==> src/rtl/lsu_macros.svh <==
/*
 * Global widths and constants of the load/store unit.
 * Include this wherever a width or an exception cause code is needed.
 */

`ifndef LSU_MACROS_SVH
`define LSU_MACROS_SVH

// --------------------
// datapath widths
`define LSU_XLEN          64
`define LSU_TRANS_ID_BITS 3
`define LSU_PADDR_BITS    32
`define LSU_BE_BITS       8

// issue queue depth must be a power of two
`define LSU_QUEUE_DEPTH   2

// --------------------
// exception cause codes
`define LSU_CAUSE_LD_MISALIGNED 4'd4
`define LSU_CAUSE_ST_MISALIGNED 4'd6

`endif

==> src/rtl/lsu_pkg.sv <==
/*
 * Shared types of the load/store unit: the operation encoding,
 * the issue request, the queued control record, results and the
 * two memory request records. Modules import it in their header.
 */

`include "lsu_macros.svh"

package lsu_pkg;

    // load and store operations
    typedef enum logic [3:0] {
        LB  = 4'd0,
        LBU = 4'd1,
        LH  = 4'd2,
        LHU = 4'd3,
        LW  = 4'd4,
        LWU = 4'd5,
        LD  = 4'd6,
        SB  = 4'd7,
        SH  = 4'd8,
        SW  = 4'd9,
        SD  = 4'd10
    } lsu_op_e;

    // unit that owns a record
    typedef enum logic {
        FU_LOAD  = 1'b0,
        FU_STORE = 1'b1
    } lsu_fu_e;

    // --------------------
    // issue side
    typedef struct packed {
        lsu_op_e                        op;
        logic [`LSU_XLEN-1:0]           base;
        logic [`LSU_XLEN-1:0]           imm;
        logic [`LSU_XLEN-1:0]           data;
        logic [`LSU_TRANS_ID_BITS-1:0]  trans_id;
    } lsu_req_t;

    // record held in the issue queue
    typedef struct packed {
        logic                           valid;
        lsu_fu_e                        fu;
        lsu_op_e                        op;
        logic [`LSU_XLEN-1:0]           addr;
        logic [`LSU_XLEN-1:0]           data;
        logic [`LSU_BE_BITS-1:0]        be;
        logic                           misaligned;
        logic [`LSU_TRANS_ID_BITS-1:0]  trans_id;
    } lsu_ctrl_t;

    // --------------------
    // writeback side
    typedef struct packed {
        logic                           valid;
        logic [3:0]                     cause;
        logic [`LSU_XLEN-1:0]           tval;
    } lsu_ex_t;

    typedef struct packed {
        logic                           valid;
        logic [`LSU_TRANS_ID_BITS-1:0]  trans_id;
        logic [`LSU_XLEN-1:0]           data;
        lsu_ex_t                        ex;
    } lsu_result_t;

    // --------------------
    // memory ports with word-aligned addresses
    typedef struct packed {
        logic                           req;
        logic [`LSU_PADDR_BITS-1:0]     addr;
    } mem_rd_req_t;

    typedef struct packed {
        logic                           req;
        logic [`LSU_PADDR_BITS-1:0]     addr;
        logic [`LSU_XLEN-1:0]           wdata;
        logic [`LSU_BE_BITS-1:0]        be;
    } mem_wr_req_t;

endpackage

==> src/rtl/load_unit.sv <==
/*
 * Load unit. Issues a read for an aligned load at the queue head and
 * pops it on grant. Two stages follow: the first holds the request
 * while memory answers, the second picks and extends the bytes.
 * Results leave two cycles after the grant or the misaligned pop.
 */

`include "lsu_macros.svh"

module load_unit import lsu_pkg::*; (
    input  logic                 clk_i,
    input  logic                 rst_ni,

    input  lsu_ctrl_t            ctrl_i,
    output logic                 pop_o,

    output mem_rd_req_t          mem_rd_o,
    input  logic                 mem_rd_gnt_i,
    input  logic [`LSU_XLEN-1:0] mem_rdata_i,

    output lsu_result_t          result_o
);

    logic                          is_load;

    // stage one
    logic                          s1_valid_q;
    logic [`LSU_TRANS_ID_BITS-1:0] s1_trans_id_q;
    lsu_op_e                       s1_op_q;
    logic [2:0]                    s1_offset_q;
    lsu_ex_t                       s1_ex_q;

    // stage two
    logic [`LSU_XLEN-1:0]          shifted;
    logic [`LSU_XLEN-1:0]          ld_data;
    lsu_result_t                   res_q;

    assign is_load = ctrl_i.valid && (ctrl_i.fu == FU_LOAD);

    // --------------------
    // read request
    assign mem_rd_o.req  = is_load && !ctrl_i.misaligned;
    assign mem_rd_o.addr = {ctrl_i.addr[`LSU_PADDR_BITS-1:3], 3'b000};

    // misaligned loads leave the queue without touching memory
    assign pop_o = is_load && (ctrl_i.misaligned || (mem_rd_o.req && mem_rd_gnt_i));

    // --------------------
    // stage one waits for read data
    always_ff @(posedge clk_i or negedge rst_ni) begin
        if (!rst_ni) begin
            s1_valid_q <= 1'b0;
        end else begin
            s1_valid_q <= pop_o;
        end
    end

    // exception fields stay zero unless the load is misaligned
    always_ff @(posedge clk_i) begin
        if (pop_o) begin
            s1_trans_id_q <= ctrl_i.trans_id;
            s1_op_q       <= ctrl_i.op;
            s1_offset_q   <= ctrl_i.addr[2:0];
            s1_ex_q.valid <= ctrl_i.misaligned;
            s1_ex_q.cause <= ctrl_i.misaligned ? `LSU_CAUSE_LD_MISALIGNED : 4'd0;
            s1_ex_q.tval  <= ctrl_i.misaligned ? ctrl_i.addr : '0;
        end
    end

    // --------------------
    // stage two selects the lanes and extends
    assign shifted = mem_rdata_i >> {s1_offset_q, 3'b000};

    always_comb begin
        case (s1_op_q)
            LB:      ld_data = {{(`LSU_XLEN-8){shifted[7]}}, shifted[7:0]};
            LBU:     ld_data = {{(`LSU_XLEN-8){1'b0}}, shifted[7:0]};
            LH:      ld_data = {{(`LSU_XLEN-16){shifted[15]}}, shifted[15:0]};
            LHU:     ld_data = {{(`LSU_XLEN-16){1'b0}}, shifted[15:0]};
            LW:      ld_data = {{(`LSU_XLEN-32){shifted[31]}}, shifted[31:0]};
            LWU:     ld_data = {{(`LSU_XLEN-32){1'b0}}, shifted[31:0]};
            default: ld_data = shifted;
        endcase
    end

    always_ff @(posedge clk_i or negedge rst_ni) begin
        if (!rst_ni) begin
            res_q.valid <= 1'b0;
        end else begin
            res_q.valid    <= s1_valid_q;
            res_q.trans_id <= s1_trans_id_q;
            res_q.data     <= s1_ex_q.valid ? '0 : ld_data;
            res_q.ex       <= s1_ex_q;
        end
    end

    assign result_o = res_q;

endmodule

==> src/rtl/lsu_agu.sv <==
/*
 * Address generation for the load/store unit. Turns an issue request
 * into the control record of the queue in the same cycle: effective
 * address, owning unit, byte enable and the misaligned flag.
 */

`include "lsu_macros.svh"

module lsu_agu import lsu_pkg::*; (
    input  lsu_req_t  req_i,
    input  logic      valid_i,
    output lsu_ctrl_t ctrl_o
);

    logic [`LSU_XLEN-1:0]    addr;
    logic [1:0]              size;
    logic [`LSU_BE_BITS-1:0] size_mask;
    logic                    misaligned;

    // imm arrives already sign extended
    assign addr = $unsigned($signed(req_i.base) + $signed(req_i.imm));

    // --------------------
    // log2 of the bytes touched
    always_comb begin
        case (req_i.op)
            LB, LBU, SB: size = 2'd0;
            LH, LHU, SH: size = 2'd1;
            LW, LWU, SW: size = 2'd2;
            default:     size = 2'd3;
        endcase
    end

    always_comb begin
        case (size)
            2'd0:    size_mask = 8'h01;
            2'd1:    size_mask = 8'h03;
            2'd2:    size_mask = 8'h0f;
            default: size_mask = 8'hff;
        endcase
    end

    // low address bits must be clear for the size
    always_comb begin
        case (size)
            2'd1:    misaligned = addr[0];
            2'd2:    misaligned = |addr[1:0];
            2'd3:    misaligned = |addr[2:0];
            default: misaligned = 1'b0;
        endcase
    end

    // --------------------
    // control record
    always_comb begin
        ctrl_o.valid      = valid_i;
        ctrl_o.fu         = (req_i.op inside {SB, SH, SW, SD}) ? FU_STORE : FU_LOAD;
        ctrl_o.op         = req_i.op;
        ctrl_o.addr       = addr;
        ctrl_o.data       = req_i.data;
        ctrl_o.be         = size_mask << addr[2:0];
        ctrl_o.misaligned = misaligned;
        ctrl_o.trans_id   = req_i.trans_id;
    end

endmodule

==> src/rtl/lsu_issue_queue.sv <==
/*
 * Two-entry bypass queue between the address unit and the load and
 * store units. An empty queue passes the incoming record straight to
 * the head; otherwise the oldest stored record is shown until a unit pops it.
 */

`include "lsu_macros.svh"

module lsu_issue_queue import lsu_pkg::*; (
    input  logic      clk_i,
    input  logic      rst_ni,

    input  lsu_ctrl_t ctrl_i,
    input  logic      pop_ld_i,
    input  logic      pop_st_i,

    output lsu_ctrl_t ctrl_o,
    output logic      ready_o
);

    localparam int unsigned ptr_w = $clog2(`LSU_QUEUE_DEPTH);

    lsu_ctrl_t        mem_q [`LSU_QUEUE_DEPTH];
    logic [ptr_w-1:0] rd_ptr_q;
    logic [ptr_w-1:0] wr_ptr_q;
    logic [ptr_w:0]   cnt_q;

    logic push;
    logic pop;
    logic empty;

    assign push  = ctrl_i.valid;
    assign pop   = pop_ld_i | pop_st_i;
    assign empty = (cnt_q == '0);

    // --------------------
    // pointers and fill level
    // pointers wrap on their own since the depth is a power of two
    always_ff @(posedge clk_i or negedge rst_ni) begin
        if (!rst_ni) begin
            rd_ptr_q <= '0;
            wr_ptr_q <= '0;
            cnt_q    <= '0;
        end else begin
            if (push) begin
                wr_ptr_q <= wr_ptr_q + 1'b1;
            end
            if (pop) begin
                rd_ptr_q <= rd_ptr_q + 1'b1;
            end
            case ({push, pop})
                2'b10:   cnt_q <= cnt_q + 1'b1;
                2'b01:   cnt_q <= cnt_q - 1'b1;
                default: cnt_q <= cnt_q;
            endcase
        end
    end

    // every valid record is stored even if popped on arrival
    always_ff @(posedge clk_i) begin
        if (push) begin
            mem_q[wr_ptr_q] <= ctrl_i;
        end
    end

    // --------------------
    // head and issue ready
    always_comb begin
        if (empty) begin
            ctrl_o = ctrl_i;
        end else begin
            ctrl_o = mem_q[rd_ptr_q];
        end
    end

    assign ready_o = empty;

endmodule

==> src/rtl/lsu_top.sv <==
/*
 * Top level of the load/store unit. The address unit feeds the bypass
 * queue, whose head is shared by the load and store units. Loads and
 * stores write back on their own result ports and use separate memory ports.
 */

`include "lsu_macros.svh"

module lsu_top import lsu_pkg::*; (
    input  logic                 clk_i,
    input  logic                 rst_ni,

    // issue
    input  logic                 lsu_valid_i,
    input  lsu_req_t             lsu_req_i,
    output logic                 lsu_ready_o,

    // writeback
    output lsu_result_t          load_o,
    output lsu_result_t          store_o,

    // memory
    output mem_rd_req_t          mem_rd_o,
    input  logic                 mem_rd_gnt_i,
    input  logic [`LSU_XLEN-1:0] mem_rdata_i,
    output mem_wr_req_t          mem_wr_o,
    input  logic                 mem_wr_gnt_i
);

    lsu_ctrl_t agu_ctrl;
    lsu_ctrl_t head_ctrl;
    logic      pop_ld;
    logic      pop_st;

    // --------------------
    // address generation
    lsu_agu u_agu (
        .req_i   (lsu_req_i),
        .valid_i (lsu_valid_i),
        .ctrl_o  (agu_ctrl)
    );

    lsu_issue_queue u_queue (
        .clk_i    (clk_i),
        .rst_ni   (rst_ni),
        .ctrl_i   (agu_ctrl),
        .pop_ld_i (pop_ld),
        .pop_st_i (pop_st),
        .ctrl_o   (head_ctrl),
        .ready_o  (lsu_ready_o)
    );

    // --------------------
    // load and store units
    load_unit u_load (
        .clk_i        (clk_i),
        .rst_ni       (rst_ni),
        .ctrl_i       (head_ctrl),
        .pop_o        (pop_ld),
        .mem_rd_o     (mem_rd_o),
        .mem_rd_gnt_i (mem_rd_gnt_i),
        .mem_rdata_i  (mem_rdata_i),
        .result_o     (load_o)
    );

    store_unit u_store (
        .clk_i        (clk_i),
        .rst_ni       (rst_ni),
        .ctrl_i       (head_ctrl),
        .pop_o        (pop_st),
        .mem_wr_o     (mem_wr_o),
        .mem_wr_gnt_i (mem_wr_gnt_i),
        .result_o     (store_o)
    );

endmodule

==> src/rtl/store_unit.sv <==
/*
 * Store unit. Places the store data into the byte lanes of its address
 * and requests a write with the byte enable of the record. The head is
 * popped on grant, or at once when misaligned, and the result follows
 * one cycle later.
 */

`include "lsu_macros.svh"

module store_unit import lsu_pkg::*; (
    input  logic        clk_i,
    input  logic        rst_ni,

    input  lsu_ctrl_t   ctrl_i,
    output logic        pop_o,

    output mem_wr_req_t mem_wr_o,
    input  logic        mem_wr_gnt_i,

    output lsu_result_t result_o
);

    logic        is_store;
    lsu_result_t res_q;

    assign is_store = ctrl_i.valid && (ctrl_i.fu == FU_STORE);

    // --------------------
    // write request
    // low bytes of the operand move up to the addressed lane
    always_comb begin
        mem_wr_o.req   = is_store && !ctrl_i.misaligned;
        mem_wr_o.addr  = {ctrl_i.addr[`LSU_PADDR_BITS-1:3], 3'b000};
        mem_wr_o.wdata = ctrl_i.data << {ctrl_i.addr[2:0], 3'b000};
        mem_wr_o.be    = ctrl_i.be;
    end

    assign pop_o = is_store && (ctrl_i.misaligned || (mem_wr_o.req && mem_wr_gnt_i));

    // --------------------
    // result follows the pop by one cycle
    always_ff @(posedge clk_i or negedge rst_ni) begin
        if (!rst_ni) begin
            res_q.valid <= 1'b0;
        end else begin
            res_q.valid <= pop_o;
            if (pop_o) begin
                res_q.trans_id <= ctrl_i.trans_id;
                res_q.data     <= '0;
                res_q.ex.valid <= ctrl_i.misaligned;
                // cause and trap value only mean something on a misaligned store
                res_q.ex.cause <= ctrl_i.misaligned ? `LSU_CAUSE_ST_MISALIGNED : 4'd0;
                res_q.ex.tval  <= ctrl_i.misaligned ? ctrl_i.addr : '0;
            end
        end
    end

    assign result_o = res_q;

endmodule

==> config.mk <==
export PLATFORM = sky130hd
export DESIGN_NAME = lsu_top
export DESIGN_NICKNAME = d
export VERILOG_FILES = /design/src/rtl/lsu_pkg.sv /design/src/rtl/load_unit.sv /design/src/rtl/lsu_agu.sv /design/src/rtl/lsu_issue_queue.sv /design/src/rtl/lsu_top.sv /design/src/rtl/store_unit.sv
export VERILOG_INCLUDE_DIRS = /design/src /design/src/rtl
export SDC_FILE = /design/constraint.sdc
export NUM_CORES = 1
export LEC_CHECK = 0
export BUFFER_PORTS_ARGS = -buffer_cell sky130_fd_sc_hd__buf_2
export CORE_AREA = 3 3 268 270
export DETAILED_ROUTE_END_ITERATION = 16
export DIE_AREA = 0 0 271 273
export PLACE_DENSITY = 0.65
export SETUP_SLACK_MARGIN = 0.4
export SLEW_MARGIN = 20
export SYNTH_ARGS = -nofsm -noshare
export SYNTH_HDL_FRONTEND = slang
export SYNTH_HIERARCHICAL = 1
export SYNTH_SLANG_ARGS = --single-unit
==> constraint.sdc <==
create_clock -name clk_i -period 17.05 [get_ports clk_i]
set_input_delay 3.41 -clock clk_i [delete_from_list [all_inputs] [get_ports clk_i]]
set_output_delay 3.41 -clock clk_i [all_outputs]
set_load 0.02 [all_outputs]
==> flow_summary.toml, run 1 <==
[setup_path]
path_depth = 13
r2r-start = "u_queue/cnt_q[0]"
worstPathRequired_ns = 13.64
cp_max_fo = 63
critPathTopFamily = "buffers and inverters"
slowest_delay_ns = 0.91
reg2reg_to = "u_load/s1_ex_q[7]"
cp.arrival_ns = 7.16
crit_start = "lsu_req_i[67]"
crit_type = "primary input to output pin"
start_kind = "primary input"
cp_num_buf_inv = 5
cp-end-kind = "output pin"
r2r_slack_ns = 11.93
path_cells = "buf_2 > ha_1 > inv_1 > fa_1 > xor2_1 > inv_1 > nand2_1 > o21ai_4 > buf_4 > nand2b_1 > a211oi_1 > a221oi_1 > buf_2"
r2r_cells = 8
cp_slowest_cell = "nand2b_1"
crit_end = "mem_wr_o[63]"

[cells_and_area]
final_area_sq_um = 35800
drive_gt1_frac = 0.265
syn2layout_area_growth_pct = 14.2
finalNetCount = 3379

[cts]
cts_sinks = 574
cts_resized = 0
clk_pin_slew_ns = 0.05
cts_tree = "done"
clockRootBuffer = "clkbuf_16"
holdBufCountCts = 0
cts_setup_buffers = 0
clock_path_buffers = 3
cts_htree_levels = 3
cts_buffers = 66
clock_latency_ns = 0.60

[pwr]
p_int_uw = 4140
combPwrFrac = 0.487
p_leak_uw = 0.0144
seqPwrFrac = 0.312
power_density_nw_per_um2 = 202
vdd_drop_max_uv = 133
netSwitchingFraction = 0.427
pwr-share-clk = 0.200
switching_power_uw = 3090

[global_routing]
overflow = 0
grt_pass1_vias = 21800
grt_max_degree = 108
gr-usage-all-layers = 0.240
antenna_found_initial = 13
grt_pass1_wl_mm = 137

[place]
place_hpwl_mm = 67.0
placed_cell_area_sq_um = 33500
port_buffers = 605
finalWeightedCongestion = 0.945

[synthesis]
synth_cell_types = 93
async_flop_share = 0.0122
ys_ff_latch = 574
synth_flop_cell = "edfxtp_1"
yosys_warnings = 6
synth_edf_count = 567
syn_inst = 2644
syn-cell-area_sq_um = 31400
synth_seq_area_share = 0.548
synth_area_per_cell_sq_um = 11.9

[sta]
setup_viol = 0
setup_tns_ns = 0
fin_skew_ns = 0.0226
hold_viol_final = 0
fin_crit_sh = 0.620
worst_hold_slack_ns = 0.358
tightest_slew_ns = 1.07
timing.fmax_mhz = 94.6
fin_crit_ns = 10.57
grt_setup_unrepaired = "false"
maxSlewHeadroom = 0.285
slew_viol_final = 0

[floorplan]
num_rows = 97
core_area_sq_um = 69800
die_x_um = 271
pin_count = 681
die_h_um = 273
die_area_sq_um = 74000
initial_core_util = 0.450

[drt]
ant_nets = 0
wirelength_mm = 92.6
wl_per_cell_um = 22.9
drtIter0Drc = 1754
vias = 21900
routed_via_density = 5.42
first_pass_iters = 6
drc_errors = 0

[hold_path]
holdCritPathClass = "flop to flop"

[flow_run]
max_cap_viol_count = 0

[run_status]
outcome = "completed"
[Yosys cell counts (35+ instances only)]
library cell	number	share of area
a21o_1	35	0.0084
edfxtp_1	567	0.54
buf_4	226	0.054
mux2i_1	250	0.080
nand2_1	266	0.032
nor2_1	94	0.011
and2_1	145	0.029
ha_1	64	0.026
o21ai_0	200	0.032
xnor2_1	41	0.011
a21oi_1	135	0.022
clkbuf_1	66	0.0079
[per-stage QoR]
step	power, uW	worst slack, ns	cells	utilization
2_1_floorplan	4890	6.70	2717	-
3_3_place_gp	5770	6.56	3917	0.481
3_5_place_dp	5810	6.50	3917	0.481
4_1_cts	7280	6.50	4036	0.513
5_1_grt	7620	6.29	4046	0.513
6_report	7230	6.48	4049	0.513
[routing by layer]
metal  up-vias  track usage  wire [um]
met1     10700        0.298      36900
met5         -            0         10
li1      10200            -          -
met2       836        0.420      46600
met4         2       0.0940       3440
met3       162       0.0411       5610
[sequential cells by signal, indices dropped and copies added, names as in the netlist]
register	flops
u_queue/rd_ptr_q	1
u_load/result_o	133
u_queue/mem_q	292
u_load/s1_ex_q	65
u_load/s1_op_q	4
u_store/result_o	69
u_queue/cnt_q	2
u_queue/wr_ptr_q	1
u_load/s1_valid_q	1
u_load/s1_offset_q	3
u_load/s1_trans_id_q	3
[worst min path at each step]
stage                           endpoint  depth (start not counted)         startpoint
floorplan           u_load/result_o[136]                          0  u_load/s1_valid_q
detailed placement  u_load/result_o[136]                          0  u_load/s1_valid_q
global route        u_load/result_o[136]                          0  u_load/s1_valid_q
finish              u_load/result_o[136]                          0  u_load/s1_valid_q
global placement    u_load/result_o[136]                          0  u_load/s1_valid_q
CTS                 u_load/result_o[136]                          0  u_load/s1_valid_q
[power by group through the flow]
stage          Sequential [uW]  Clock, uW  Combinational [uW]
6_report                  2260       1450                3520
5_1_grt                   2300       1540                3780
4_1_cts                   2270       1490                3520
3_5_place_dp              2290          0                3510
3_3_place_gp              2280          0                3490
2_1_floorplan             2420          0                2470
[logic make-up after synthesis]
logic type,Yosys count,share of synthesized area
AND/OR/NAND/NOR,659,0.104
buffers and inverters,405,0.0868
XOR/XNOR,63,0.0176
adder cells (fa/ha/maj),65,0.0262
AO/OA/AOI/OAI,593,0.119
other,2,0.000239
multiplexers,283,0.0974
flip-flops,574,0.548
[cell type report]
type | instances | area, sq um
inverters | 32 | 120
flip-flops and latches | 574 | 17200
clock inverters | 37 | 462
diodes | 12 | 30.0
well taps | 940 | 1180
repair buffers | 634 | 3260
clock buffers | 82 | 1770
fillers | 6184 | 34000
multi-input cells | 1738 | 11800
[layout by cell type (no fill, tap or decap), types with 8 or more instances in the layout]
cell type / instances
o21ai_1: 22
nand3_1: 12
edfxtp_1: 567
clkbuf_16: 68
bufinv_16: 9
nand2_1: 266
o21ai_0: 199
a221oi_1: 10
o21a_1: 20
mux2_2: 17
or3_1: 10
nand2b_1: 17
nand3b_1: 11
a21oi_1: 135
nor2_1: 92
diode_2: 12
o22ai_1: 13
a2bb2oi_1: 14
mux2i_1: 250
o21bai_1: 18
a31oi_1: 14
nand4_1: 24
mux4_2: 16
a21o_1: 35
and2_1: 143
a211oi_1: 28
xor2_1: 22
clkinv_2: 10
buf_2: 604
buf_4: 28
inv_1: 32
conb_1: 75
nor3_1: 17
nor2b_1: 29
clkbuf_1: 12
a21oi_2: 13
xnor2_1: 41
o22a_1: 8
ha_1: 64
(Power assumes the default switching activity.)
==> inputs of run 2 (changes only) <==
--- a/config.mk
+++ b/config.mk
@@ -6,11 +6,12 @@
 export SDC_FILE = /design/constraint.sdc
 export NUM_CORES = 1
 export LEC_CHECK = 0
+export ABC_AREA = 1
 export BUFFER_PORTS_ARGS = -buffer_cell sky130_fd_sc_hd__buf_2
-export CORE_AREA = 3 3 268 270
+export CORE_MARGIN = 3
+export CORE_UTILIZATION = 51
 export DETAILED_ROUTE_END_ITERATION = 16
-export DIE_AREA = 0 0 271 273
-export PLACE_DENSITY = 0.65
+export PLACE_DENSITY = 0.72
 export SETUP_SLACK_MARGIN = 0.4
 export SLEW_MARGIN = 20
 export SYNTH_ARGS = -nofsm -noshare
==> constraint.sdc (replaced) <==
create_clock -name clk_i -period 10.5 [get_ports clk_i]
set_input_delay 2.1 -clock clk_i [delete_from_list [all_inputs] [get_ports clk_i]]
set_output_delay 2.1 -clock clk_i [all_outputs]
set_load 0.02 [all_outputs]
==> flow_summary.toml, run 2 <==
[floorplan]
die_h_um = 266
num_rows = 94
pin_count = 681
die_area_sq_um = 70600
initial_core_util = 0.519
core_area_sq_um = 66300
die_x_um = 266

[place]
place_hpwl_mm = 74.6
finalWeightedCongestion = 0.985
port_buffers = 605
dp_slack_ns = 2.82

[synthesis]
synth_top_cell_area_share = 0.495
yosys_warnings = 6
async_flop_share = 0.0122
synthTopCellsByCount = "2027 x nand2_1, 567 x edfxtp_1, 489 x inv_1, 248 x nand3_1, 241 x buf_4"
ys_top_cells_by_area = "edfxtp_1 49%, nand2_1 22%, inv_1 5.3%, buf_4 5.3%, nand3_1 3.6%"
synth_top_cell_by_area = "edfxtp_1"
synth_edf_count = 567
synth_cell_types = 47
synth_flop_cell = "edfxtp_1"
ys_ff_latch = 574
syn_inst = 4365
synth_area_per_cell_sq_um = 7.88
syn-cell-area_sq_um = 34400
synth_seq_area_share = 0.500
yosysMostFrequentCell = "nand2_1"

[pwr]
combPwrFrac = 0.526
p_leak_uw = 0.0199
vdd_drop_max_uv = 233
seqPwrFrac = 0.303
switching_power_uw = 5750
p_int_uw = 6110
netSwitchingFraction = 0.485
power_density_nw_per_um2 = 309
pwr-share-clk = 0.171

[setup_path]
cp_max_fo = 72
start_kind = "primary input"
crit_type = "primary input to output pin"
worstPathRequired_ns = 8.40
cp-end-kind = "output pin"
cp.arrival_ns = 6.08
r2r_cells = 10

[sta]
maxSlewHeadroom = 0.311
fin_skew_ns = 0.0208
fin_crit_ns = 8.18
setup_viol = 0
fin_ws_ns = 2.32
setup_tns_ns = 0
grt_setup_unrepaired = "false"
slew_viol_final = 0
hold_viol_final = 0
fin_crit_sh = 0.779
timing.fmax_mhz = 122
tightest_slew_ns = 1.03

[drt]
first_pass_iters = 9
ant_nets = 0
drc_errors = 0
routed_via_density = 5.09
wl_per_cell_um = 18.2
wirelength_mm = 103
drtIter0Drc = 3147
vias = 28900

[global_routing]
overflow = 0
grt_pass1_wl_mm = 154
antenna_found_initial = 16
grt_max_degree = 147
gr-usage-all-layers = 0.282
grt_pass1_vias = 26500

[cts]
clock_latency_ns = 0.64
cts_resized = 0
clockRootBuffer = "clkbuf_16"
holdBufCountCts = 0
clk_pin_slew_ns = 0.06
cts_buffers = 61
cts_tree = "done"
clock_path_buffers = 3
cts_htree_levels = 2
cts_setup_buffers = 0
cts_sinks = 574

[run_status]
outcome = "completed"

[cells_and_area]
drive_gt1_frac = 0.177
finalNetCount = 5083
largest_reg_flops = 292
final_common_cell = "nand2_1"
final_cell_mix = "2023 x nand2_1, 604 x buf_2, 567 x edfxtp_1"
syn2layout_area_growth_pct = 11.6
top_register = "u_queue/mem_q"

[flow_run]
max_cap_viol_count = 0

[hold_path]
holdCritPathClass = "flop to flop"
holdPathStages = 0
run 2: final timing paths:
kind / from / to / slack [ns]
setup / recovery: lsu_req_i[67] / mem_wr_o[59] / 2.32
hold / removal: u_load/s1_valid_q / u_load/result_o[136] / 0.38
setup reg to reg: u_queue/rd_ptr_q / u_load/s1_ex_q[6] / 5.04
hold reg to reg: u_load/s1_valid_q / u_load/result_o[136] / 0.38
max in group asynchronous: rst_ni / u_queue/rd_ptr_q / 7.09
min in group asynchronous: rst_ni / u_load/result_o[136] / 2.75
run 2: through the flow:
stage                     hold WS (ns)  total power [uW]  utilization  cells  area [sq um]
final                            0.382             11900        0.579   5682         38400
after global routing             0.396             12600        0.579   5676         38400
after CTS                        0.384             11900        0.578   5666         38400
after detailed placement         0.336              9820        0.550   5551         36500
after global placement           0.336              9750        0.550   5551         36500
after floorplan                  0.331              8240            -   4438         34700
run 2: cell families (layout without fill, tap and decap cells):
family                   after synthesis  after routing  share of synthesized area
AO/OA/AOI/OAI                        133            133                     0.0207
XOR/XNOR                              35             35                    0.00891
adder cells (fa/ha/maj)               65             65                     0.0239
buffers and inverters                882           1246                      0.130
flip-flops                           574            574                      0.500
multiplexers                           5              5                    0.00145
other                                  2             91                   0.000218
AND/OR/NAND/NOR                     2669           2669                      0.315
run 2: cell type report:
class / count / area, sq um
Multi-Input combinational cell: 2982 / 13100
Fill cell: 6133 / 27900
Antenna cell: 16 / 40.0
Tap cell: 864 / 1080
Timing Repair Buffer: 628 / 3220
Clock inverter: 39 / 288
Sequential cell: 574 / 17200
Inverter: 503 / 1910
Clock buffer: 76 / 1600
run 2: power by group through the flow:
stage / combinational (uW) / sequential, uW / clock (uW)
final: 6240 / 3590 / 2030
after global placement: 6130 / 3620 / 0
after detailed placement: 6180 / 3640 / 0
after CTS: 6210 / 3600 / 2060
after global routing: 6830 / 3640 / 2170
after floorplan: 4370 / 3870 / 0
run 2: worst max-delay path: stages:
cell	delay [ns]
buf_2	0.09
ha_1	0.29
inv_1	0.12
fa_1	0.60
inv_1	0.21
nand2_1	0.09
nand2_2	0.10
buf_4	0.52
clkinv_2	0.98
nand3_1	0.40
nand3_1	0.15
nand2_1	0.16
buf_2	0.20
run 2: per-layer routing:
| metal | GRT usage | vias up | routed length (um) |
|---|---|---|---|
| met4 | 0.103 | 2 | 3850 |
| met5 | 0 | - | 13 |
| li1 | - | 14200 | - |
| met3 | 0.0396 | 210 | 7300 |
| met2 | 0.480 | 1223 | 50800 |
| met1 | 0.371 | 13300 | 41600 |
==> inputs of run 3 (changes only) <==
==> constraint.sdc (replaced) <==
create_clock -name clk_i -period 8.2 [get_ports clk_i]
set_input_delay 1.64 -clock clk_i [delete_from_list [all_inputs] [get_ports clk_i]]
set_output_delay 1.64 -clock clk_i [all_outputs]
set_load 0.02 [all_outputs]
==> flow_summary.toml, run 3 (synthesis results as in run 2) <==
[setup_path]
worstPathRequired_ns = 6.56
cp-end-kind = "output pin"
path_cells = "buf_2 > ha_1 > inv_1 > fa_1 > xnor2_2 > nand2_1 > nand2_2 > clkinv_1 > nand3_1 > nand2_1 > buf_2"
r2r_slack_ns = 3.85
cp.arrival_ns = 5.02
cp_max_fo = 32
critPathTopFamily = "buffers and inverters"
cp_slowest_cell = "clkinv_1"
r2r-start = "u_queue/rd_ptr_q"
start_kind = "primary input"
path_depth = 11
r2r_cells = 10
slowest_delay_ns = 0.86
reg2reg_to = "u_store/result_o[26]"
cp_num_buf_inv = 4
crit_type = "primary input to output pin"

[cts]
clock_path_buffers = 3
cts_buffers = 61
cts_resized = 0
cts_tree = "done"
cts_sinks = 574
holdBufCountCts = 0
clk_pin_slew_ns = 0.06
cts_setup_buffers = 0
clock_latency_ns = 0.63
cts_htree_levels = 2
clockRootBuffer = "clkbuf_16"

[place]
finalWeightedCongestion = 0.988
place_hpwl_mm = 76.1
placed_cell_area_sq_um = 36500
port_buffers = 605

[floorplan]
initial_core_util = 0.519
core_area_sq_um = 66300
num_rows = 94
pin_count = 681
die_h_um = 266
die_x_um = 266
die_area_sq_um = 70600

[global_routing]
antenna_found_initial = 15
grt_pass1_wl_mm = 156
grt_pass1_vias = 26700
grt_max_degree = 147
overflow = 0
gr-usage-all-layers = 0.287

[hold_path]
holdPathStages = 0
holdCritPathClass = "flop to flop"
worstHoldStart = "u_load/s1_valid_q"
hold-path-endpoint = "u_load/result_o[136]"

[run_status]
outcome = "completed"

[sta]
setup_tns_ns = 0
fin_skew_ns = 0.0249
tightest_slew_ns = 1.21
slew_viol_final = 0
fin_crit_sh = 0.812
hold_viol_final = 0
grt_setup_unrepaired = "false"
worst_hold_slack_ns = 0.357
maxSlewHeadroom = 0.194
timing.fmax_mhz = 150
fin_crit_ns = 6.66
setup_viol = 0

[drt]
ant_nets = 0
wirelength_mm = 105
first_pass_iters = 8
wl_per_cell_um = 18.5
vias = 28600
routed_via_density = 5.04
drtIter0Drc = 2967
drc_errors = 0

[pwr]
vdd_drop_max_uv = 277
p_leak_uw = 0.0199
power_density_nw_per_um2 = 398

[cells_and_area]
largest_reg_flops = 292
final_area_sq_um = 38400
final_common_cell = "nand2_1"
final_cell_mix = "2023 x nand2_1, 604 x buf_2, 567 x edfxtp_1"
drive_gt1_frac = 0.177
syn2layout_area_growth_pct = 11.7
finalNetCount = 5083
top_register = "u_queue/mem_q"

[flow_run]
max_cap_viol_count = 0
run 3: final cells by class:
cell class	count	area, sq um
Antenna cell	16	40.0
Clock buffer	67	1550
Clock inverter	38	330
Fill cell	6290	27900
Inverter	503	1910
Multi-Input combinational cell	2982	13100
Sequential cell	574	17200
Tap cell	864	1080
Timing Repair Buffer	628	3230
run 3: where the power goes:
part	internal (uW)	switching (uW)	total, uW
clock	1510	1150	2660
sequential	4360	205	4570
combinational	2050	6010	8060
run 3: worst max path at each step:
stage / start / end / slack (ns)
after CTS: lsu_req_i[131] / mem_wr_o[41] / 1.70
after global routing: lsu_req_i[131] / mem_wr_o[45] / 1.36
final: lsu_req_i[131] / mem_wr_o[41] / 1.54
after floorplan: lsu_req_i[67] / u_store/result_o[0] / 1.31
after detailed placement: lsu_req_i[131] / mem_wr_o[41] / 1.71
after global placement: lsu_req_i[67] / mem_wr_o[41] / 1.74
run 3: metal layers:
metal  vias up  global-route usage  share of wire
li1      14200                   -              -
met1     13200               0.381           0.41
met2      1091               0.492           0.49
met3       162              0.0371          0.068
met4         8              0.0934          0.030
met5         -                   0        0.00045
run 3: stage by stage:
step	power, uW	std cells	utilization	setup WS (ns)
3_3_place_gp	12500	5551	0.550	1.74
2_1_floorplan	10500	4438	-	1.31
3_5_place_dp	12600	5551	0.550	1.71
4_1_cts	15300	5656	0.579	1.70
6_report	15300	5672	0.579	1.54
5_1_grt	16200	5665	0.579	1.36
